[config.mk]
export PLATFORM = sky130hd
export DESIGN_NAME = axil_periph_top
export DESIGN_NICKNAME = d
export VERILOG_FILES = /design/src/verilog/axil_periph_pkg.sv /design/src/verilog/irq_debounce.sv /design/src/verilog/sevenseg_scan.sv /design/src/verilog/periph_regs.sv /design/src/verilog/axil_read_ctrl.sv /design/src/verilog/axil_write_ctrl.sv /design/src/verilog/axil_periph_top.sv
export VERILOG_INCLUDE_DIRS = /design/src /design/src/include
export SDC_FILE = /design/constraint.sdc
export NUM_CORES = 1
export LEC_CHECK = 0
export BUFFER_PORTS_ARGS = -buffer_cell sky130_fd_sc_hd__buf_2
export CELL_PAD_IN_SITES_DETAIL_PLACEMENT = 2
export CELL_PAD_IN_SITES_GLOBAL_PLACEMENT = 2
export CORE_AREA = 10 10 152 154
export DETAILED_ROUTE_END_ITERATION = 16
export DIE_AREA = 0 0 162 164
export PLACE_DENSITY_LB_ADDON = 0.1
export SLEW_MARGIN = 10
export SYNTH_ARGS = -nofsm -noshare
export SYNTH_HDL_FRONTEND = slang
export SYNTH_SLANG_ARGS = --single-unit
[constraint.sdc]
create_clock -name clk -period 4.14 [get_ports clk]
set_input_delay 0.621 -clock clk [delete_from_list [all_inputs] [get_ports clk]]
set_output_delay 0.621 -clock clk [all_outputs]
set_load 0.03 [all_outputs]
[src/include/axil_periph_macros.svh]
`ifndef AXIL_PERIPH_MACROS_SVH
`define AXIL_PERIPH_MACROS_SVH

// ==================================================
// Bus widths
// ==================================================
`define AXIL_ADDR_W 4
`define AXIL_DATA_W 32
`define AXIL_STRB_W 4

`define NUM_LEDS 4

// ==================================================
// Word indices, address bits 3:2
// ==================================================
`define REG_LED_IDX     2'd0
`define REG_SEG_IDX     2'd1
`define REG_IRQ_IDX     2'd2
`define REG_SCRATCH_IDX 2'd3

// Cycles of disagreement before a new input level is taken
`define DEBOUNCE_CYCLES 16
`define SCAN_CYCLES     8   // Per digit

`define AXIL_RESP_OKAY 2'b00

`endif

[src/verilog/axil_periph_pkg.sv]
`include "axil_periph_macros.svh"

package axil_periph_pkg;

    typedef logic [`AXIL_ADDR_W-1:0] axil_addr_t;    // Byte address
    typedef logic [`AXIL_DATA_W-1:0] axil_data_t;
    typedef logic [`AXIL_STRB_W-1:0] axil_strb_t;
    typedef logic [1:0]              axil_resp_t;
    typedef logic [1:0]              reg_idx_t;      // Word index

    // Panel side
    typedef logic [`NUM_LEDS-1:0] led_vec_t;
    typedef logic [15:0]          hex_digits_t;      // Digit 0 in the low nibble
    typedef logic [6:0]           seg_pattern_t;     // {g,f,e,d,c,b,a}, active low
    typedef logic [3:0]           anode_vec_t;       // Active low

    typedef enum logic [2:0] {
        WR_IDLE,
        WR_HAVE_ADDR,
        WR_HAVE_DATA,
        WR_COMMIT,
        WR_RESP
    } wr_state_t;

    typedef enum logic [1:0] {
        RD_IDLE,
        RD_WAIT,
        RD_RESP
    } rd_state_t;

endpackage

[src/verilog/irq_debounce.sv]
`timescale 1ns/1ps
`include "axil_periph_macros.svh"

module irq_debounce
    import axil_periph_pkg::*;
(
    input  logic clk,
    input  logic S_AXI_ARESETN,
    input  logic EXT_IRQ_IN,
    output logic irq_set
);

    localparam int CNT_W = $clog2(`DEBOUNCE_CYCLES);

    logic             sync_1;
    logic             sync_2;
    logic             stable;      // Debounced level
    logic             stable_q;
    logic [CNT_W-1:0] cnt;

    always_ff @(posedge clk or negedge S_AXI_ARESETN) begin
        if (!S_AXI_ARESETN) begin
            sync_1 <= 1'b0;
            sync_2 <= 1'b0;
        end else begin
            sync_1 <= EXT_IRQ_IN;
            sync_2 <= sync_1;
        end
    end

    // ==================================================
    // Debounce counter
    // ==================================================
    always_ff @(posedge clk or negedge S_AXI_ARESETN) begin
        if (!S_AXI_ARESETN) begin
            cnt    <= '0;
            stable <= 1'b0;
        end else if (sync_2 == stable) begin
            cnt <= '0;                                  // Glitch over, start again
        end else if (cnt == CNT_W'(`DEBOUNCE_CYCLES - 1)) begin
            cnt    <= '0;
            stable <= sync_2;
        end else begin
            cnt <= cnt + 1'b1;
        end
    end

    always_ff @(posedge clk or negedge S_AXI_ARESETN) begin
        if (!S_AXI_ARESETN) begin
            stable_q <= 1'b0;
            irq_set  <= 1'b0;
        end else begin
            stable_q <= stable;
            irq_set  <= stable && !stable_q;    // Rising edge only
        end
    end

    a_single_pulse: assert property (
        @(posedge clk) disable iff (!S_AXI_ARESETN)
        irq_set |=> !irq_set
    );

endmodule

[src/verilog/sevenseg_scan.sv]
`timescale 1ns/1ps
`include "axil_periph_macros.svh"

module sevenseg_scan
    import axil_periph_pkg::*;
(
    input  logic         clk,
    input  logic         S_AXI_ARESETN,
    input  hex_digits_t  seg_digits,
    output seg_pattern_t SEG_CATHODE,
    output anode_vec_t   SEG_ANODE
);

    localparam int SCAN_W = $clog2(`SCAN_CYCLES);

    logic [SCAN_W-1:0] scan_cnt;
    logic [1:0]        digit_idx;
    logic [3:0]        nibble;

    always_ff @(posedge clk or negedge S_AXI_ARESETN) begin
        if (!S_AXI_ARESETN) begin
            scan_cnt  <= '0;
            digit_idx <= 2'd0;
        end else if (scan_cnt == SCAN_W'(`SCAN_CYCLES - 1)) begin
            scan_cnt  <= '0;
            digit_idx <= digit_idx + 2'd1;
        end else begin
            scan_cnt <= scan_cnt + 1'b1;
        end
    end

    assign nibble    = seg_digits[4*digit_idx +: 4];
    assign SEG_ANODE = ~(anode_vec_t'(1) << digit_idx);    // One-cold

    // ==================================================
    // Hex decode, common anode
    // ==================================================
    always_comb begin
        case (nibble)
            4'h0: SEG_CATHODE = 7'b1000000;
            4'h1: SEG_CATHODE = 7'b1111001;
            4'h2: SEG_CATHODE = 7'b0100100;
            4'h3: SEG_CATHODE = 7'b0110000;
            4'h4: SEG_CATHODE = 7'b0011001;
            4'h5: SEG_CATHODE = 7'b0010010;
            4'h6: SEG_CATHODE = 7'b0000010;
            4'h7: SEG_CATHODE = 7'b1111000;
            4'h8: SEG_CATHODE = 7'b0000000;
            4'h9: SEG_CATHODE = 7'b0010000;
            4'hA: SEG_CATHODE = 7'b0001000;
            4'hB: SEG_CATHODE = 7'b0000011;    // Lowercase b
            4'hC: SEG_CATHODE = 7'b1000110;
            4'hD: SEG_CATHODE = 7'b0100001;    // Lowercase d
            4'hE: SEG_CATHODE = 7'b0000110;
            default: SEG_CATHODE = 7'b0001110;
        endcase
    end

    a_one_digit: assert property (
        @(posedge clk) disable iff (!S_AXI_ARESETN)
        $onehot(~SEG_ANODE)
    );

endmodule

[src/verilog/periph_regs.sv]
`timescale 1ns/1ps
`include "axil_periph_macros.svh"

module periph_regs
    import axil_periph_pkg::*;
(
    input  logic        clk,
    input  logic        S_AXI_ARESETN,
    input  logic        reg_wr_en,
    input  axil_addr_t  reg_wr_addr,
    input  axil_data_t  reg_wr_data,
    input  axil_strb_t  reg_wr_strb,
    input  logic        reg_rd_en,
    input  axil_addr_t  reg_rd_addr,
    input  logic        irq_set,
    output axil_data_t  reg_rd_data,
    output logic        reg_rd_valid,
    output led_vec_t    LED,
    output hex_digits_t seg_digits,
    output logic        IRQ_OUT
);

    axil_data_t reg_led;
    axil_data_t reg_seg;
    axil_data_t reg_scratch;
    logic       irq_status;
    reg_idx_t   wr_idx;
    reg_idx_t   rd_idx;
    logic       irq_clr;

    // Only the strobed bytes of wdata replace the current word
    function automatic axil_data_t merge_strb(axil_data_t cur, axil_data_t wdata,
                                              axil_strb_t strb);
        axil_data_t res;
        res = cur;
        for (int b = 0; b < `AXIL_STRB_W; b++) begin
            if (strb[b]) begin
                res[8*b +: 8] = wdata[8*b +: 8];
            end
        end
        return res;
    endfunction

    assign wr_idx  = reg_wr_addr[3:2];
    assign rd_idx  = reg_rd_addr[3:2];
    assign irq_clr = reg_wr_en && wr_idx == `REG_IRQ_IDX && reg_wr_strb[0] && reg_wr_data[0];

    // ==================================================
    // Register writes
    // ==================================================
    always_ff @(posedge clk or negedge S_AXI_ARESETN) begin
        if (!S_AXI_ARESETN) begin
            reg_led     <= '0;
            reg_seg     <= '0;
            reg_scratch <= '0;
            irq_status  <= 1'b0;
            LED         <= '0;
        end else begin
            if (reg_wr_en && wr_idx == `REG_LED_IDX) begin
                reg_led <= merge_strb(reg_led, reg_wr_data, reg_wr_strb);
            end
            if (reg_wr_en && wr_idx == `REG_SEG_IDX) begin
                reg_seg <= merge_strb(reg_seg, reg_wr_data, reg_wr_strb);
            end
            if (reg_wr_en && wr_idx == `REG_SCRATCH_IDX) begin
                reg_scratch <= merge_strb(reg_scratch, reg_wr_data, reg_wr_strb);
            end
            if (irq_clr) begin
                irq_status <= 1'b0;       // Clear beats a same-cycle set
            end else if (irq_set) begin
                irq_status <= 1'b1;
            end
            LED <= reg_led[`NUM_LEDS-1:0];
        end
    end

    // Read data one cycle after the request
    always_ff @(posedge clk or negedge S_AXI_ARESETN) begin
        if (!S_AXI_ARESETN) begin
            reg_rd_valid <= 1'b0;
        end else begin
            reg_rd_valid <= reg_rd_en;
        end
    end

    always_ff @(posedge clk) begin
        if (reg_rd_en) begin
            case (rd_idx)
                `REG_LED_IDX: reg_rd_data <= reg_led;
                `REG_SEG_IDX: reg_rd_data <= reg_seg;
                `REG_IRQ_IDX: reg_rd_data <= {{(`AXIL_DATA_W-1){1'b0}}, irq_status};
                default:      reg_rd_data <= reg_scratch;
            endcase
        end
    end

    assign seg_digits = reg_seg[15:0];
    assign IRQ_OUT    = irq_status;

endmodule

[src/verilog/axil_read_ctrl.sv]
`timescale 1ns/1ps
`include "axil_periph_macros.svh"

module axil_read_ctrl
    import axil_periph_pkg::*;
(
    input  logic       clk,
    input  logic       S_AXI_ARESETN,
    input  axil_addr_t S_AXI_ARADDR,
    input  logic       S_AXI_ARVALID,
    output logic       S_AXI_ARREADY,
    output axil_data_t S_AXI_RDATA,
    output axil_resp_t S_AXI_RRESP,
    output logic       S_AXI_RVALID,
    input  logic       S_AXI_RREADY,
    output logic       reg_rd_en,
    output axil_addr_t reg_rd_addr,
    input  axil_data_t reg_rd_data,
    input  logic       reg_rd_valid
);

    rd_state_t state;
    logic      ar_hs;
    logic      req_pend;    // Address taken, request goes out next cycle

    assign ar_hs       = S_AXI_ARVALID && S_AXI_ARREADY;
    assign S_AXI_RRESP = `AXIL_RESP_OKAY;

    always_ff @(posedge clk or negedge S_AXI_ARESETN) begin
        if (!S_AXI_ARESETN) begin
            state         <= RD_IDLE;
            S_AXI_ARREADY <= 1'b0;
            S_AXI_RVALID  <= 1'b0;
            req_pend      <= 1'b0;
            reg_rd_en     <= 1'b0;
        end else begin
            req_pend  <= ar_hs;
            reg_rd_en <= req_pend;
            case (state)
                RD_IDLE: begin
                    if (ar_hs) begin
                        S_AXI_ARREADY <= 1'b0;
                        state         <= RD_WAIT;
                    end else begin
                        S_AXI_ARREADY <= 1'b1;
                    end
                end
                RD_WAIT: begin
                    if (reg_rd_valid) begin
                        S_AXI_RVALID <= 1'b1;
                        state        <= RD_RESP;
                    end
                end
                RD_RESP: begin
                    if (S_AXI_RREADY) begin
                        S_AXI_RVALID <= 1'b0;
                        state        <= RD_IDLE;
                    end
                end
                default: state <= RD_IDLE;
            endcase
        end
    end

    always_ff @(posedge clk) begin
        if (ar_hs) begin
            reg_rd_addr <= S_AXI_ARADDR;
        end
        if (state == RD_WAIT && reg_rd_valid) begin
            S_AXI_RDATA <= reg_rd_data;    // Held until RREADY
        end
    end

    a_rdata_stable: assert property (
        @(posedge clk) disable iff (!S_AXI_ARESETN)
        S_AXI_RVALID && !S_AXI_RREADY |=> S_AXI_RVALID && $stable(S_AXI_RDATA)
    );

endmodule

[src/verilog/axil_write_ctrl.sv]
`timescale 1ns/1ps
`include "axil_periph_macros.svh"

module axil_write_ctrl
    import axil_periph_pkg::*;
(
    input  logic       clk,
    input  logic       S_AXI_ARESETN,
    input  axil_addr_t S_AXI_AWADDR,
    input  logic       S_AXI_AWVALID,
    output logic       S_AXI_AWREADY,
    input  axil_data_t S_AXI_WDATA,
    input  axil_strb_t S_AXI_WSTRB,
    input  logic       S_AXI_WVALID,
    output logic       S_AXI_WREADY,
    output axil_resp_t S_AXI_BRESP,
    output logic       S_AXI_BVALID,
    input  logic       S_AXI_BREADY,
    output logic       reg_wr_en,
    output axil_addr_t reg_wr_addr,
    output axil_data_t reg_wr_data,
    output axil_strb_t reg_wr_strb
);

    wr_state_t state;
    logic      aw_hs;
    logic      w_hs;

    assign aw_hs       = S_AXI_AWVALID && S_AXI_AWREADY;
    assign w_hs        = S_AXI_WVALID && S_AXI_WREADY;
    assign S_AXI_BRESP = `AXIL_RESP_OKAY;

    // ==================================================
    // Write FSM
    // ==================================================
    always_ff @(posedge clk or negedge S_AXI_ARESETN) begin
        if (!S_AXI_ARESETN) begin
            state         <= WR_IDLE;
            S_AXI_AWREADY <= 1'b0;
            S_AXI_WREADY  <= 1'b0;
            S_AXI_BVALID  <= 1'b0;
            reg_wr_en     <= 1'b0;
        end else begin
            reg_wr_en <= 1'b0;
            case (state)
                WR_IDLE: begin
                    if (aw_hs && w_hs) begin
                        S_AXI_AWREADY <= 1'b0;
                        S_AXI_WREADY  <= 1'b0;
                        state         <= WR_COMMIT;
                    end else if (aw_hs) begin
                        S_AXI_AWREADY <= 1'b0;    // Data still pending
                        state         <= WR_HAVE_ADDR;
                    end else if (w_hs) begin
                        S_AXI_WREADY  <= 1'b0;    // Address still pending
                        state         <= WR_HAVE_DATA;
                    end else begin
                        S_AXI_AWREADY <= 1'b1;
                        S_AXI_WREADY  <= 1'b1;
                    end
                end
                WR_HAVE_ADDR: begin
                    if (w_hs) begin
                        S_AXI_WREADY <= 1'b0;
                        state        <= WR_COMMIT;
                    end
                end
                WR_HAVE_DATA: begin
                    if (aw_hs) begin
                        S_AXI_AWREADY <= 1'b0;
                        state         <= WR_COMMIT;
                    end
                end
                WR_COMMIT: begin
                    reg_wr_en    <= 1'b1;         // Register updates with BVALID high
                    S_AXI_BVALID <= 1'b1;
                    state        <= WR_RESP;
                end
                WR_RESP: begin
                    if (S_AXI_BREADY) begin
                        S_AXI_BVALID <= 1'b0;
                        state        <= WR_IDLE;
                    end
                end
                default: state <= WR_IDLE;
            endcase
        end
    end

    // Captured address, data and strobes
    always_ff @(posedge clk) begin
        if (aw_hs) begin
            reg_wr_addr <= S_AXI_AWADDR;
        end
        if (w_hs) begin
            reg_wr_data <= S_AXI_WDATA;
            reg_wr_strb <= S_AXI_WSTRB;
        end
    end

    a_bvalid_hold: assert property (
        @(posedge clk) disable iff (!S_AXI_ARESETN)
        S_AXI_BVALID && !S_AXI_BREADY |=> S_AXI_BVALID
    );

endmodule

[src/verilog/axil_periph_top.sv]
`timescale 1ns/1ps
`include "axil_periph_macros.svh"

module axil_periph_top
    import axil_periph_pkg::*;
(
    input  logic         clk,
    input  logic         S_AXI_ARESETN,
    // Write channels
    input  axil_addr_t   S_AXI_AWADDR,
    input  logic         S_AXI_AWVALID,
    output logic         S_AXI_AWREADY,
    input  axil_data_t   S_AXI_WDATA,
    input  axil_strb_t   S_AXI_WSTRB,
    input  logic         S_AXI_WVALID,
    output logic         S_AXI_WREADY,
    output axil_resp_t   S_AXI_BRESP,
    output logic         S_AXI_BVALID,
    input  logic         S_AXI_BREADY,
    // Read channels
    input  axil_addr_t   S_AXI_ARADDR,
    input  logic         S_AXI_ARVALID,
    output logic         S_AXI_ARREADY,
    output axil_data_t   S_AXI_RDATA,
    output axil_resp_t   S_AXI_RRESP,
    output logic         S_AXI_RVALID,
    input  logic         S_AXI_RREADY,
    // Front panel
    input  logic         EXT_IRQ_IN,
    output led_vec_t     LED,
    output seg_pattern_t SEG_CATHODE,
    output anode_vec_t   SEG_ANODE,
    output logic         IRQ_OUT
);

    logic        reg_wr_en;
    axil_addr_t  reg_wr_addr;
    axil_data_t  reg_wr_data;
    axil_strb_t  reg_wr_strb;
    logic        reg_rd_en;
    axil_addr_t  reg_rd_addr;
    axil_data_t  reg_rd_data;
    logic        reg_rd_valid;
    logic        irq_set;
    hex_digits_t seg_digits;

    // ==================================================
    // Bus side
    // ==================================================
    axil_write_ctrl u_write_ctrl (
        .clk           (clk),
        .S_AXI_ARESETN (S_AXI_ARESETN),
        .S_AXI_AWADDR  (S_AXI_AWADDR),
        .S_AXI_AWVALID (S_AXI_AWVALID),
        .S_AXI_AWREADY (S_AXI_AWREADY),
        .S_AXI_WDATA   (S_AXI_WDATA),
        .S_AXI_WSTRB   (S_AXI_WSTRB),
        .S_AXI_WVALID  (S_AXI_WVALID),
        .S_AXI_WREADY  (S_AXI_WREADY),
        .S_AXI_BRESP   (S_AXI_BRESP),
        .S_AXI_BVALID  (S_AXI_BVALID),
        .S_AXI_BREADY  (S_AXI_BREADY),
        .reg_wr_en     (reg_wr_en),
        .reg_wr_addr   (reg_wr_addr),
        .reg_wr_data   (reg_wr_data),
        .reg_wr_strb   (reg_wr_strb)
    );

    axil_read_ctrl u_read_ctrl (
        .clk           (clk),
        .S_AXI_ARESETN (S_AXI_ARESETN),
        .S_AXI_ARADDR  (S_AXI_ARADDR),
        .S_AXI_ARVALID (S_AXI_ARVALID),
        .S_AXI_ARREADY (S_AXI_ARREADY),
        .S_AXI_RDATA   (S_AXI_RDATA),
        .S_AXI_RRESP   (S_AXI_RRESP),
        .S_AXI_RVALID  (S_AXI_RVALID),
        .S_AXI_RREADY  (S_AXI_RREADY),
        .reg_rd_en     (reg_rd_en),
        .reg_rd_addr   (reg_rd_addr),
        .reg_rd_data   (reg_rd_data),
        .reg_rd_valid  (reg_rd_valid)
    );

    periph_regs u_regs (
        .clk           (clk),
        .S_AXI_ARESETN (S_AXI_ARESETN),
        .reg_wr_en     (reg_wr_en),
        .reg_wr_addr   (reg_wr_addr),
        .reg_wr_data   (reg_wr_data),
        .reg_wr_strb   (reg_wr_strb),
        .reg_rd_en     (reg_rd_en),
        .reg_rd_addr   (reg_rd_addr),
        .irq_set       (irq_set),
        .reg_rd_data   (reg_rd_data),
        .reg_rd_valid  (reg_rd_valid),
        .LED           (LED),
        .seg_digits    (seg_digits),
        .IRQ_OUT       (IRQ_OUT)
    );

    // Panel side
    irq_debounce u_irq_debounce (
        .clk           (clk),
        .S_AXI_ARESETN (S_AXI_ARESETN),
        .EXT_IRQ_IN    (EXT_IRQ_IN),
        .irq_set       (irq_set)
    );

    sevenseg_scan u_sevenseg (
        .clk           (clk),
        .S_AXI_ARESETN (S_AXI_ARESETN),
        .seg_digits    (seg_digits),
        .SEG_CATHODE   (SEG_CATHODE),
        .SEG_ANODE     (SEG_ANODE)
    );

endmodule

# Word level (Yosys, flattened, before mapping)
# Memory sizes are Yosys's and may differ from the RTL's.
# Index checks and enable logic that the tools add are counted.
[word_totals] regBits=237 rom_bits=112 input_bits=52 out_inout_bits=57 elab_cells=145 n_memories=1
[mem_list] name="(name not given)" depth=16 word_bits=7 rd=1 rd_ports_with_merged_regs=0 wr=0 line_no="sevenseg_scan.sv:39" source="case (nibble)"
[op_classes] n_addsub=3 n_eq_ne=23 shifts=2 mux=34 n_bitwise=2 reduce_logical=41
[ops] cell="$pmux W32 S3" count=1
[ops] cell="$reduce_and A2 Y1" count=14
[ops] cell="$mux W3" count=7
[ops] cell="$shiftx A16 B5 Y4" count=1
[ops] cell="$mux W1" count=15
[ops] cell="$pmux W3 S5" count=1
[ops] cell="$logic_and A1 B1 Y1" count=12
[ops] cell="$reduce_and A3 Y1" count=4
[ops] cell="$reduce_bool A2 Y1" count=5
[ops] cell="$eq A2 B2 Y1 const B" count=4
[ops] cell="$mux W4" count=2
[ops] cell="$ne A2 B1 Y1 const B" count=4
[ops] cell="$pmux W1 S2" count=4
[ops] cell="$eq A2 B1 Y1 const B" count=3
[ops] cell="$eq A3 B2 Y1 const B" count=2
[ops] cell="$eq A3 B3 Y1 const B" count=2
[ops] cell="$logic_not A2 Y1" count=3
[ops] cell="$mux W2" count=3
[ops] cell="$pmux W2 S3" count=1
[ops] cell="$add A4 B1 Y4 const B" count=1
[ops] cell="$eq A4 B4 Y1 const B" count=1
[ops] cell="$ne A2 B2 Y1 const B" count=2
[ops] cell="$ne A4 B1 Y1 const B" count=1
[ops] cell="$ne A4 B3 Y1 const B" count=1
[ops] cell="other kinds (11)" count=11

# Depth between registers and ports, before layout
# Gate-level depths: netlist of the first run.
[logic_depth] depth_word=5 depth_mapped=7 depth_no_buf=6

# Cells and area by module
# Synthesis of the first run repeated with hierarchy kept, for this count alone.
[hier_totals] cells_unflattened=562 area_unflattened_um2=9504.1
[modules_own_cells] module="periph_regs" n_inst=1 cells_each=344 area_per_inst_um2=5645.4
[modules_own_cells] module="axil_write_ctrl" n_inst=1 cells_each=72 area_per_inst_um2=1539.0
[modules_own_cells] module="axil_read_ctrl" n_inst=1 cells_each=60 area_per_inst_um2=1330.0
[modules_own_cells] module="sevenseg_scan" n_inst=1 cells_each=63 area_per_inst_um2=653.1
[modules_own_cells] module="irq_debounce" n_inst=1 cells_each=23 area_per_inst_um2=336.6

# Worst setup path after synthesis of the first run
# No wires, ideal clock.
[synth_path] path_kind="flip-flop to output port" start="reg u_sevenseg.digit_idx[0]" end="out SEG_CATHODE[4]" arrival_time_ns=2.042 t_required_ns=3.519 setup_slack_ns=1.477 path_stages_with_launch=7 n_path_buf=1 cell_sequence="dfrtp_1 buf_6 mux4_2 ha_1 inv_1 mux2i_1 o21ai_0"
[synth_via] elab_chain_len=2
[synth_lines] item="start: declaration" line_no="sevenseg_scan.sv:17" source="logic [1:0] digit_idx;"
[synth_lines] item="start signal: assignment" line_no="sevenseg_scan.sv:26" source="digit_idx <= digit_idx + 2'd1;"
[synth_lines] item="$shiftx A16 B5 Y4" line_no="sevenseg_scan.sv:32" source="assign nibble = seg_digits[4*digit_idx +: 4];"
[synth_lines] item="$mem_v2 Z16 W7"
[synth_lines] item="end: declaration" line_no="axil_periph_top.sv:31" source="output seg_pattern_t SEG_CATHODE,"
# Every way passes these cells.

# Worst setup path after layout of the first run
[layout_path] start="reg u_sevenseg.digit_idx[0]" end="out SEG_CATHODE[3]"
# Same word-level chain as after synthesis.

==> flow_results.org, run 1 <==
** Global routing
- Overflow after GRT :: 0
- Number of global-route vias before repair :: 6064
- Pin count of the biggest net entering global routing :: 60
- Global-route usage over all layers :: 17.4%
- Antenna violations before repair :: 0
- The first global-routing pass estimated approximately 36000 um of wire.

** Synth
- Number of standard cells after synthesis :: 545
- Averaged over all synthesized cells, the footprint is around 17 um^2.
- sky130_fd_sc_hd__dfrtp_1 takes more of the synthesized area than any other cell.
- Summing the areas of all and, or, nand and nor instances in the mapped netlist gives approximately 3.3% of the synthesized area.
- Proportion of netlist area held by the largest area contributor :: roughly a third
- Yosys mapped the design onto 39 distinct sky130hd cell types.
- Share of the synthesized area in compound gates (AO/OA/AOI/OAI) :: under 10%
- After Yosys synthesis, XOR and XNOR cells account for less than 1% of the synthesized area.
- Yosys attributes the largest share of cell area to sky130_fd_sc_hd__dfrtp_1, sky130_fd_sc_hd__edfxtp_1, sky130_fd_sc_hd__mux2_2, sky130_fd_sc_hd__a22o_1, sky130_fd_sc_hd__ha_1.
- Area of the mapped netlist :: a little over 9000 um^2
- The share of the Yosys chip area taken by registers is between 60 and 70%.
- Largest family of logic cells by synthesized area :: multiplexers
- The portion of synthesized area spent on multiplexers is between 10% and 20%.
- The synthesized netlist devotes 1.78% of its cell area to adder and majority cells.
- Yosys printed 0 warnings.
- In this run, synthesis produced a sequential element count of around 230.

** Routing
- Via density per instance :: ~5.3
- Once detail routing completed, the nets flagged for antenna violations numbered 0.
- DR DRC count :: 0
- For this run, the detailed router's first-pass iteration total came to 4.
- After detailed routing, the total wire length is between 20000 and 25000 um.
- Iteration-0 DRC count of the detailed router :: about 240
- Across all layers, the routed design uses approximately 5000 vias.
- Post-DR wirelength/cell :: around 24 um

** Floorplan
- The total area inside the core boundary comes to 20000 um^2.
- The die is roughly 160 um wide.
- The floorplan step set the die height to 164 um.
- The die covers 26600 um^2.
- Core Rows :: 52
- Starting utilization of the core area :: a little under half
- In this run the count of I/O pins placed on the die edge is 109.

** STA
- Final Hold Violating Endpoints :: 0
- Worst setup skew after layout :: between 20 and 30 ps
- Timing would allow up to between 300 and 400 MHz.
- Tightest Pin Transition :: roughly 1100 ps
- Setup repair after global routing left no endpoint under its margin.
- Summed negative setup slack over all endpoints :: 0 ps
- The routed design could run at a clock period as short as about 3300 ps.
- The number of pins exceeding their max-slew limit in the final report is 0.
- Post-route clock period utilization :: 78.9%
- Setup violations remaining at the end of the flow were counted as 0.
- Max_slew headroom :: 27.0%
- The worst path meets setup with roughly 870 ps of slack.

** Power
- Net switching power :: 0.00243 W
- Power density normalized to cell area :: approximately 720 nW/um^2
- In this run, the combinational gates consume roughly a quarter of the power.
- The clock network burns approximately 28% of the power.
- Sequential Power Share :: about half
- Design Power :: 0.00776 W
- Worst vdd rail ir drop :: between 300 and 400 uV
- Switching Share :: about 31%
- For this design the static power due to leakage is roughly 4.6 nW.
- Internal power :: about 0.0053 W

** Clocking
- In this run, CTS created clock tree buffers numbering 25.
- Clock-pin transition on the worst setup and hold timing paths :: 60 ps
- For this design, the CTS-stage hold fixing added 0 buffers.
- TritonCTS built the clock tree.
- Latest clock arrival within the worst-skew pair :: about 530 ps
- Buffers inserted by post-CTS timing repair :: 0
- The cell sitting at the root of the clock tree is a sky130_fd_sc_hd__clkbuf_16.
- Resized cells post-CTS :: 0
- Maximum clock path buffer count :: 3
- Clock tree synthesis found a total of 233 sinks.
- CTS HTree Levels :: 1

** Critical path
- STA classifies the critical path startpoint as a register.
- At the worst endpoint, the required time is 3520 ps.
- Walking the worst path, the cells encountered are mux4_2, inv_1, ha_1, inv_1, mux2i_1, mux2i_1, buf_2.
- Broken down by cell family, the worst path's largest delay share belongs to multiplexers.
- Type of the worst setup path :: register to output port
- Logic depth of the worst setup path including buffers :: 7
- Slowest-stage cell, CP :: sky130_fd_sc_hd__mux4_2
- The worst setup path is captured at an output port.
- Critical path fanouts, max :: 8
- Measured in cells, the most critical reg-to-reg path has a length of 3.
- On the worst path, the slowest cell contributes a delay of between 600 and 700 ps.
- Data on the critical path arrives at its endpoint at about 2700 ps.
- The critical path contains buffers and inverters numbering 3 combined.

** Job
- Across the run, the number of max-cap violations was 0.

** Finish
- After the flow finishes, the layout carries non-filler instances totaling approximately 950.
- Fraction of final layout cells sized beyond drive strength 1 :: between 40% and 50%
- At the end of the flow the core is filled with cells to a little over half.
- The net count of the finished layout is ~720.
- From synthesis to final layout, the design area changed by 17.2%.
- Counting the fill cells in the layout gives around 1800.
- N_diodes :: 0

** Placed design
- Post-Place Cells :: 901
- HPWL Detailed :: 14700 um
- Count of port buffers added during placement :: 100
- At the end of routability-driven placement, the weighted congestion stood at 0.745.
- At the placement stage, the worst setup path has a slack of roughly 1300 ps.

** Status
- Run status :: finished, final reports clean

** Worst hold path
- Kind of path behind the tightest hold check :: primary input to async pin
power by group through the flow:
| stage | logic (W) | clock network (W) | registers, W |
|---|---|---|---|
| global route | 0.00205 | 0.00230 | 0.00384 |
| finish | 0.00186 | 0.00215 | 0.00375 |
| global placement | 0.00177 | 0 | 0.00367 |
| CTS | 0.00191 | 0.00220 | 0.00375 |
| detailed placement | 0.00188 | 0 | 0.00377 |
| floorplan | 0.00122 | 0 | 0.00374 |
flip-flops by register name (all words and copies together) (netlist names), 2 cells and up:
register,flops
u_regs.reg_rd_data,32
u_write_ctrl.reg_wr_addr,2
u_read_ctrl.reg_rd_addr,2
u_irq_debounce.cnt,4
u_write_ctrl.state,3
u_regs.LED,4
u_read_ctrl.S_AXI_RDATA,32
u_write_ctrl.reg_wr_strb,4
u_regs.reg_led,32
u_sevenseg.scan_cnt,3
u_sevenseg.digit_idx,2
u_write_ctrl.reg_wr_data,32
u_regs.reg_seg,32
u_read_ctrl.state,2
u_regs.reg_scratch,32
metrics by stage:
| stage | cell area, um^2 | hold WS, ps |
|---|---|---|
| CTS | 10700 | 198 |
| floorplan | 9150 | 325 |
| finish | 10700 | 213 |
| global placement | 9930 | 338 |
| detailed placement | 9930 | 352 |
| global route | 10700 | 200 |
logic make-up (layout without fill, tap and decap cells):
group	count (synthesis)	count (layout)
compound gates	55	55
xor+xnor	4	4
fa+ha+maj	13	13
buf+inv	43	172
flops	233	233
mux	143	143
other cells	1	4
simple gates	53	53
final timing paths:
check | to | slack (ps) | startpoint
max | SEG_CATHODE[3] | 870 | u_sevenseg.digit_idx[0]
min | u_regs.reg_led[13] | 210 | S_AXI_ARESETN
max reg2reg | u_regs.reg_led[3] | 2020 | u_write_ctrl.reg_wr_en
min reg2reg | u_irq_debounce.sync_2 | 370 | u_irq_debounce.sync_1
max in group asynchronous | u_regs.reg_seg[6] | 3030 | S_AXI_ARESETN
min in group clk | u_irq_debounce.sync_1 | 220 | EXT_IRQ_IN
layer usage:
metal	part of all wire (%)	wire length, um	track usage, %
met3	4.6	1050	3.68
met1	41	9410	20.7
met5	0	0	0
met4	1.5	331	4.09
met2	53	12000	31.5
layout make-up:
class	count	area, um^2	share of cell area (%)
Clock buffer	36	707	6.60
Sequential cell	233	6350	59.3
Inverter	18	67.6	0.630
Tap cell	270	338	3.15
Multi-Input combinational cell	272	2610	24.4
Timing Repair Buffer	108	563	5.25
Clock inverter	10	80.1	0.747
Yosys cell counts, drive strengths merged:
cell / n
mux2: 134
dfrtp: 129
edfxtp: 104
a22o: 31
inv: 18
nor2: 14
clkbuf: 13
ha: 13
buf: 12
a21oi: 10
nand2: 10
nand3: 8
o21ai: 8
mux4: 5
nor3: 5
mux2i: 4
nand4: 4
nor2b: 4
nor3b: 4
xnor2: 3
a21o: 2
nand3b: 2
a211oi: 1
a31o: 1
conb: 1
nand2b: 1
nand4b: 1
o22a: 1
o31ai: 1
xor2: 1
placed cells by master, fill, tap and decap left out, types with 6 or more instances in the layout:
cell,count
sky130_fd_sc_hd__mux2_2,131
sky130_fd_sc_hd__a21oi_1,10
sky130_fd_sc_hd__clkinv_2,6
sky130_fd_sc_hd__nand2_1,10
sky130_fd_sc_hd__inv_1,18
sky130_fd_sc_hd__nor2_1,12
sky130_fd_sc_hd__ha_1,13
sky130_fd_sc_hd__buf_4,9
sky130_fd_sc_hd__buf_2,99
sky130_fd_sc_hd__edfxtp_1,104
sky130_fd_sc_hd__dfrtp_1,129
sky130_fd_sc_hd__a22o_1,31
sky130_fd_sc_hd__clkbuf_1,7
sky130_fd_sc_hd__clkbuf_16,25
worst register-to-register path, cell delays in order, from the launching register on:
cell and delay [ps]:
sky130_fd_sc_hd__dfrtp_1 680, sky130_fd_sc_hd__nand2_1 190, sky130_fd_sc_hd__nor3_2 670, sky130_fd_sc_hd__mux2_2 450
Note: power is estimated with default switching activity, not from simulation.
==> inputs of run 2 (changes only) <==
--- a/config.mk
+++ b/config.mk
@@ -9,9 +9,9 @@
 export BUFFER_PORTS_ARGS = -buffer_cell sky130_fd_sc_hd__buf_2
 export CELL_PAD_IN_SITES_DETAIL_PLACEMENT = 2
 export CELL_PAD_IN_SITES_GLOBAL_PLACEMENT = 2
-export CORE_AREA = 10 10 152 154
+export CORE_AREA = 10 10 167 169
 export DETAILED_ROUTE_END_ITERATION = 16
-export DIE_AREA = 0 0 162 164
+export DIE_AREA = 0 0 177 179
 export PLACE_DENSITY_LB_ADDON = 0.1
 export SLEW_MARGIN = 10
 export SYNTH_ARGS = -nofsm -noshare
==> constraint.sdc (replaced) <==
create_clock -name clk -period 2.95 [get_ports clk]
set_input_delay 0.4425 -clock clk [delete_from_list [all_inputs] [get_ports clk]]
set_output_delay 0.4425 -clock clk [all_outputs]
set_load 0.03 [all_outputs]
==> flow_results.org, run 2 (synthesis results as in run 1) <==
** STA
- Headroom to the max-slew limit came out at 38.4%.
- Slack of the critical path :: 119 ps
- For the finished layout, the period the worst path requires is around 2800 ps.
- The number of endpoints with negative hold slack in the final report came to 0.
- Final setup violation count :: 0
- Maximum clock frequency :: 353 MHz
- Tightest Pin Transition :: between 900 and 1000 ps
- Between clock sinks in the finished design, the worst skew comes to around 9.3 ps.
- Post-route clock period utilization :: a little over nine tenths
- The number of pins exceeding their max-slew limit in the final report is 0.

** Floorplan
- Die H :: 179 um
- The die covers about 32000 um^2.
- Starting utilization of the core area :: 36.9%
- roughly 110 I/O pins were placed.
- The initialized floorplan defines 58 standard-cell rows.
- The floorplan step set the die width to roughly 180 um.
- The region available for standard cell placement spans 24700 um^2.

** Worst hold path
- In this run the most critical hold path is launched from EXT_IRQ_IN.
- Worst hold stages :: 1
- Kind of path behind the tightest hold check :: primary input to register
- Worst Hold Path EP :: u_irq_debounce.sync_1

** Clocking
- Clock-pin transition on the worst setup and hold timing paths :: ~60 ps
- The clock net in this run drives a total of approximately 230 sinks.
- Maximum clock path buffer count :: 3
- Inserted Clock Buffers :: 26
- The cell sitting at the root of the clock tree is a sky130_fd_sc_hd__clkbuf_16.
- CTS HTree Levels :: 1
- CTS tree :: yes
- Latest clock arrival within the worst-skew pair :: approximately 520 ps

** Global routing
- Pin count of the biggest net entering global routing :: 61
- The initial antenna violation count came to 0.
- Global routing used between 10% and 20% of the available tracks.
- The via count of the first global-routing pass came to between 6000 and 7000.
- The first global-routing pass estimated between 30000 and 40000 um of wire.
- Overflow after GRT :: 0

** Finish
- The library cell used most frequently in the layout, excluding fill and tap cells, is sky130_fd_sc_hd__mux2_2.
- Design Area, Final :: ~11000 um^2
- Leading cell types in the layout, fill and taps excluded :: sky130_fd_sc_hd__mux2_2, sky130_fd_sc_hd__dfrtp_1, sky130_fd_sc_hd__edfxtp_1
- Leaving out filler cells and counting taps, the final layout contains 1022.
- Layout overhead on the synthesized area :: 20.7%
- N_diodes :: 0
- Final core utilization :: ~45%
- Cells with a size suffix above 1 make up 45.8% of the layout.
- After filler insertion, the fill cell instance count of the layout stands at between 2000 and 2500.
- After the last flow step, the layout net total stands at around 740.

** Routing
- Vias after detailed routing :: 5088
- For this block, the routed nets add up to approximately 23000 um of wire.
- Iteration-0 DRC count of the detailed router :: between 150 and 200
- ANT nets after route :: 0
- Number of optimization iterations in the first detailed-route pass :: 4
- In the routed layout, each cell is associated on average with a via count of approximately 5.0.
- Post-DR wirelength/cell :: ~22 um
- DR DRC count :: 0

** Placed design
- Worst slack, placed :: about 340 ps
- Routability-driven placement finished with a final weighted congestion of 0.750.
- Detailed placement ended at an HPWL of between 10000 and 15000 um.
- Counting tap cells, the placed design contains a total of about 960 instances.
- Post-detailed-placement cell area :: around 10000 um^2
- Count of port buffers added during placement :: 100

** Critical path
- In this run the worst path has a maximum fanout of 4.
- Data arrival time of the worst path :: 2390 ps
- The worst setup path is captured at an output port.
- Worst Setup SP :: u_sevenseg.digit_idx[0]
- FF-to-FF End :: u_regs.reg_led[5]
- For this run, the slowest stage of the critical path takes about 600 ps.
- Endpoint required time on the critical path :: ~2500 ps
- For the worst flop-to-flop path, the logic depth is 3.
- Worst r2r src :: u_write_ctrl.reg_wr_en
- The worst setup path is launched from a register.
- The critical path in this run is classified as register to output port.
- The slowest stage of the critical path is the sky130_fd_sc_hd__mux4_2 cell.
- Worst reg2reg setup slack :: just under 900 ps
- Crit-path leading delay family :: multiplexers
- Critical path, cell by cell :: mux4_2, inv_2, buf_4, ha_1, nor3b_1, a211oi_2, buf_2
- Buf/Inv on CP :: 3

** Power
- Across the VDD grid, the largest voltage drop is around 510 uV.
- In this run the static leakage power is 4.76 nW.
- The design draws ~0.011 W.
- Power density normalized to cell area :: a little over 1000 nW/um^2

** Status
- The flow ran to the end, and the final reports show no timing, DRC or antenna violations.

** Job
- Max-cap violations in this run came to 0.
## run 2: layout make-up
class | count | area [um^2] | share of cell area [%]
sequential | 233 | 6350 | 57.6
clock buffer | 41 | 798 | 7.23
multi-input combinational | 273 | 2640 | 23.9
inverter | 18 | 67.6 | 0.612
tap | 330 | 413 | 3.74
clock inverter | 7 | 85.1 | 0.771
timing repair buffer | 120 | 676 | 6.12
## run 2: worst max-delay path by stage
stage | endpoint | cells past startpoint
floorplan | SEG_CATHODE[4] | 6
global placement | SEG_CATHODE[3] | 7
detailed placement | SEG_CATHODE[3] | 7
CTS | SEG_CATHODE[3] | 7
global route | SEG_CATHODE[3] | 7
finish | SEG_CATHODE[0] | 7
## run 2: what timing repair did
action / in CTS / in global routing
setup buffers: 6 / 4
gates cloned: 1 / 0
pin swaps: 0 / 0
resized for setup: 3 / 11
setup endpoints to repair: 7 / 4
hold buffers: 1 / 0
hold endpoints to repair: 38 / 0
## run 2: layer usage
| metal | GRT usage, % | routed length [um] |
|---|---|---|
| met1 | 17.4 | 9620 |
| met2 | 25.5 | 11600 |
| met3 | 2.82 | 1080 |
| met4 | 3.22 | 335 |
| met5 | 0 | 0 |
## run 2: worst reg2reg max path, cell delays in order, from the launching register on
cell	delay (ps)
sky130_fd_sc_hd__dfrtp_1	640
sky130_fd_sc_hd__nand2_1	170
sky130_fd_sc_hd__nor3_2	720
sky130_fd_sc_hd__mux2_2	420
## run 2: through the flow
| stage | TNS (ps) | hold WS (ps) |
|---|---|---|
| 3_3_place_gp | 0 | 337 |
| 2_1_floorplan | 0 | 147 |
| 6_report | 0 | 29.7 |
| 3_5_place_dp | 0 | 347 |
| 5_1_grt | -9.13 | 20.6 |
| 4_1_cts | 0 | 9.68 |
## run 2: power by group
part | total [W] | leakage, nW | switching, W | internal [W]
clock | 0.00327 | 0.439 | 0.00125 | 0.00202
combinational | 0.00271 | 1.68 | 0.00147 | 0.00125
sequential | 0.00522 | 2.64 | 0.000657 | 0.00456
==> inputs of run 3 (changes only) <==
--- a/config.mk
+++ b/config.mk
@@ -12,6 +12,7 @@
 export CORE_AREA = 10 10 167 169
 export DETAILED_ROUTE_END_ITERATION = 16
 export DIE_AREA = 0 0 177 179
+export GPL_TIMING_DRIVEN = 0
 export PLACE_DENSITY_LB_ADDON = 0.1
 export SLEW_MARGIN = 10
 export SYNTH_ARGS = -nofsm -noshare
==> constraint.sdc (replaced) <==
create_clock -name clk -period 2.95 [get_ports clk]
set_input_delay 0.4425 -clock clk [delete_from_list [all_inputs] [get_ports clk]]
set_output_delay 0.4425 -clock clk [all_outputs]
set_load 0.02 [all_outputs]
==> flow_results.org, run 3 (synthesis results as in run 1) <==
** Status
- Run status :: finished, final reports clean

** Critical path
- Walking the worst path, the cells encountered are buf_6, mux4_2, buf_4, ha_2, mux2i_1, mux2i_1, buf_4.
- For the worst setup path, the data arrival time is 2420 ps.
- Endpoint required time on the critical path :: between 2000 and 3000 ps
- Type of the worst setup path :: register to output port
- Slowest-stage cell, CP :: sky130_fd_sc_hd__mux4_2
- Nature of the critical path endpoint :: output port
- CP Launch Type :: register
- Critical path fanouts, max :: 5
- Broken down by cell family, the worst path's largest delay share belongs to multiplexers.
- Buf/Inv on CP :: 3
- The largest single stage delay on the critical path is 600 ps.

** STA
- Hold timing on the final database bottoms out at a slack of roughly 32 ps.
- The number of pins exceeding their max-slew limit in the final report was 0.
- Final setup violation count :: 0
- For this run, the top clock speed supported by timing is 349 MHz.
- Worst setup skew after layout :: ~18 ps
- Max_slew headroom :: around two fifths
- Adding up every negative setup slack in the final design gives 0 ps.
- Post-route clock period utilization :: around 97%
- Min Tclk post-route :: approximately 2900 ps
- The number of endpoints with negative hold slack in the final report is 0.
- Setup repair after global routing missed its margin :: true
- At the pin with the least slew margin, the transition time is 905 ps.

** Finish
- Area taken by multi-input logic gates :: approximately 2600 um^2
- Excluding fillers, the count of instances in the completed layout stands at 1038.
- 0 antenna diodes ended up in the layout.
- Seq. cell area :: roughly 6400 um^2
- In the layout the commonest cells are sky130_fd_sc_hd__mux2_2, sky130_fd_sc_hd__dfrtp_1, sky130_fd_sc_hd__edfxtp_1.
- Fill cells in the final layout number approximately 2400.
- Cells with a size suffix above 1 make up about 44% of the layout.
- Layout overhead on the synthesized area :: 21.1%
- Final net count :: 753
- Leaving out fill and tap cells, the most frequent cell in the layout is sky130_fd_sc_hd__mux2_2.

** Routing
- In the routed design, unresolved DRC markers number 0.
- In this run, the number of DRC markers left after iteration 0 of detailed routing was approximately 160.
- ANT nets after route :: 0
- Post-DR wirelength/cell :: between 20 and 25 um
- Via density per instance :: 4.92
- The final layout contains routed wiring with a total length of between 20000 and 25000 um.
- The first detailed-routing pass took 4 iterations.
- Across all layers, the routed design uses just over 5000 vias.

** Power
- Power density normalized to cell area :: just under 1000 nW/um^2
- Across the VDD grid, the largest voltage drop is around 420 uV.
- Standby leakage power :: between 4 and 5 nW

** Clocking
- Maximum clock path buffer count :: 3
- Inserted Clock Buffers :: 26
- TritonCTS sink count :: around 230
- Latest clock arrival within the worst-skew pair :: 530 ps
- Buffer cell driving the clock tree root :: sky130_fd_sc_hd__clkbuf_16
- CTS HTree Levels :: 1
- After clock tree synthesis, the clock-pin slew on the worst setup and hold paths is about 60 ps.
- CTS tree :: yes

** Floorplan
- The initialized floorplan defines between 50 and 60 standard-cell rows.
- The die is approximately 180 um tall.
- X dimension of the die :: approximately 180 um
- The initial utilization of the core area, before any placement, comes to 36.9%.
- IO Pins :: ~110
- The floorplan step defined a core boundary enclosing around 25000 um^2.
- The floorplan step defined a die boundary enclosing around 32000 um^2.

** Global routing
- Global-route usage over all layers :: between 10 and 15%
- Number of global-route vias before repair :: about 6000
- For this run the aggregate overflow at the end of global routing stands at 0.
- First-pass GRT wire length :: 35100 um
- Pin count of the biggest net entering global routing :: 86
- Antenna violations before repair :: 0

** Placed design
- Once detailed placement completed, the half-perimeter wirelength came to about 15000 um.
- RePlAce Congestion :: between 0.7 and 0.8
- In this run the tool buffered the top-level ports with 100 buffer cells.
- Post-Place Cells :: ~1000

** Job
- Max-cap viol count :: 0

** Worst hold path
- Kind of path behind the tightest hold check :: primary input to register
==> run 3: repair_timing <==
action,in CTS,in global routing
setup buffers,4,3
hold buffers,1,0
endpoints found under the hold margin,44,0
endpoints found under the setup margin,6,7
gates resized for setup,1,13
==> run 3: area by class of cell <==
type / count / share of cell area [%]
Tap cell: 330 / 3.73
Inverter: 18 / 0.633
Multi-Input combinational cell: 272 / 23.6
Clock buffer: 42 / 7.06
Buffer: 25 / 1.20
Timing Repair Buffer: 112 / 6.12
Clock inverter: 6 / 0.226
Sequential cell: 233 / 57.4
==> run 3: power by group <==
group / internal (W) / switching, W / total (W) / leakage, nW
Clock: 0.00180 / 0.00123 / 0.00303 / 0.395
Combinational: 0.00130 / 0.00137 / 0.00268 / 1.72
Sequential: 0.00456 / 0.000588 / 0.00514 / 2.64
==> run 3: path summary, 6_finish.rpt <==
path                                             from                        to  slack, ps  cells past startpoint
setup / recovery              u_sevenseg.digit_idx[0]            SEG_CATHODE[3]         90                      7
hold / removal                             EXT_IRQ_IN     u_irq_debounce.sync_1         30                      1
setup reg to reg           u_read_ctrl.reg_rd_addr[3]    u_regs.reg_rd_data[25]        790                      4
hold reg to reg                 u_irq_debounce.sync_1     u_irq_debounce.sync_2        370                      0
max in group asynchronous               S_AXI_ARESETN     u_irq_debounce.cnt[1]       1710                      3
min in group asynchronous               S_AXI_ARESETN  u_read_ctrl.S_AXI_RVALID        420                      2
==> run 3: routing by layer <==
| metal | vias to the layer above | global-route usage [%] | wire (um) |
|---|---|---|---|
| li1 | 2310 | - | - |
| met2 | 95 | 24.7 | 11300 |
| met1 | 2681 | 17.8 | 9720 |
| met5 | - | 0 | 0 |
| met3 | 26 | 2.82 | 941 |
| met4 | 0 | 3.29 | 297 |
==> run 3: metrics by stage <==
| step | utilization (%) | setup slack (ps) | instance area (um^2) | power [W] |
|---|---|---|---|---|
| final | 44.7 | 85.3 | 11100 | 0.0109 |
| after detailed placement | 41.1 | 428 | 10200 | 0.00784 |
| after global routing | 44.7 | -55.2 | 11100 | 0.0115 |
| after global placement | 40.7 | -404 | 10100 | 0.00758 |
| after floorplan | - | 622 | 9150 | 0.00680 |
| after CTS | 44.5 | 4.97 | 11000 | 0.0110 |
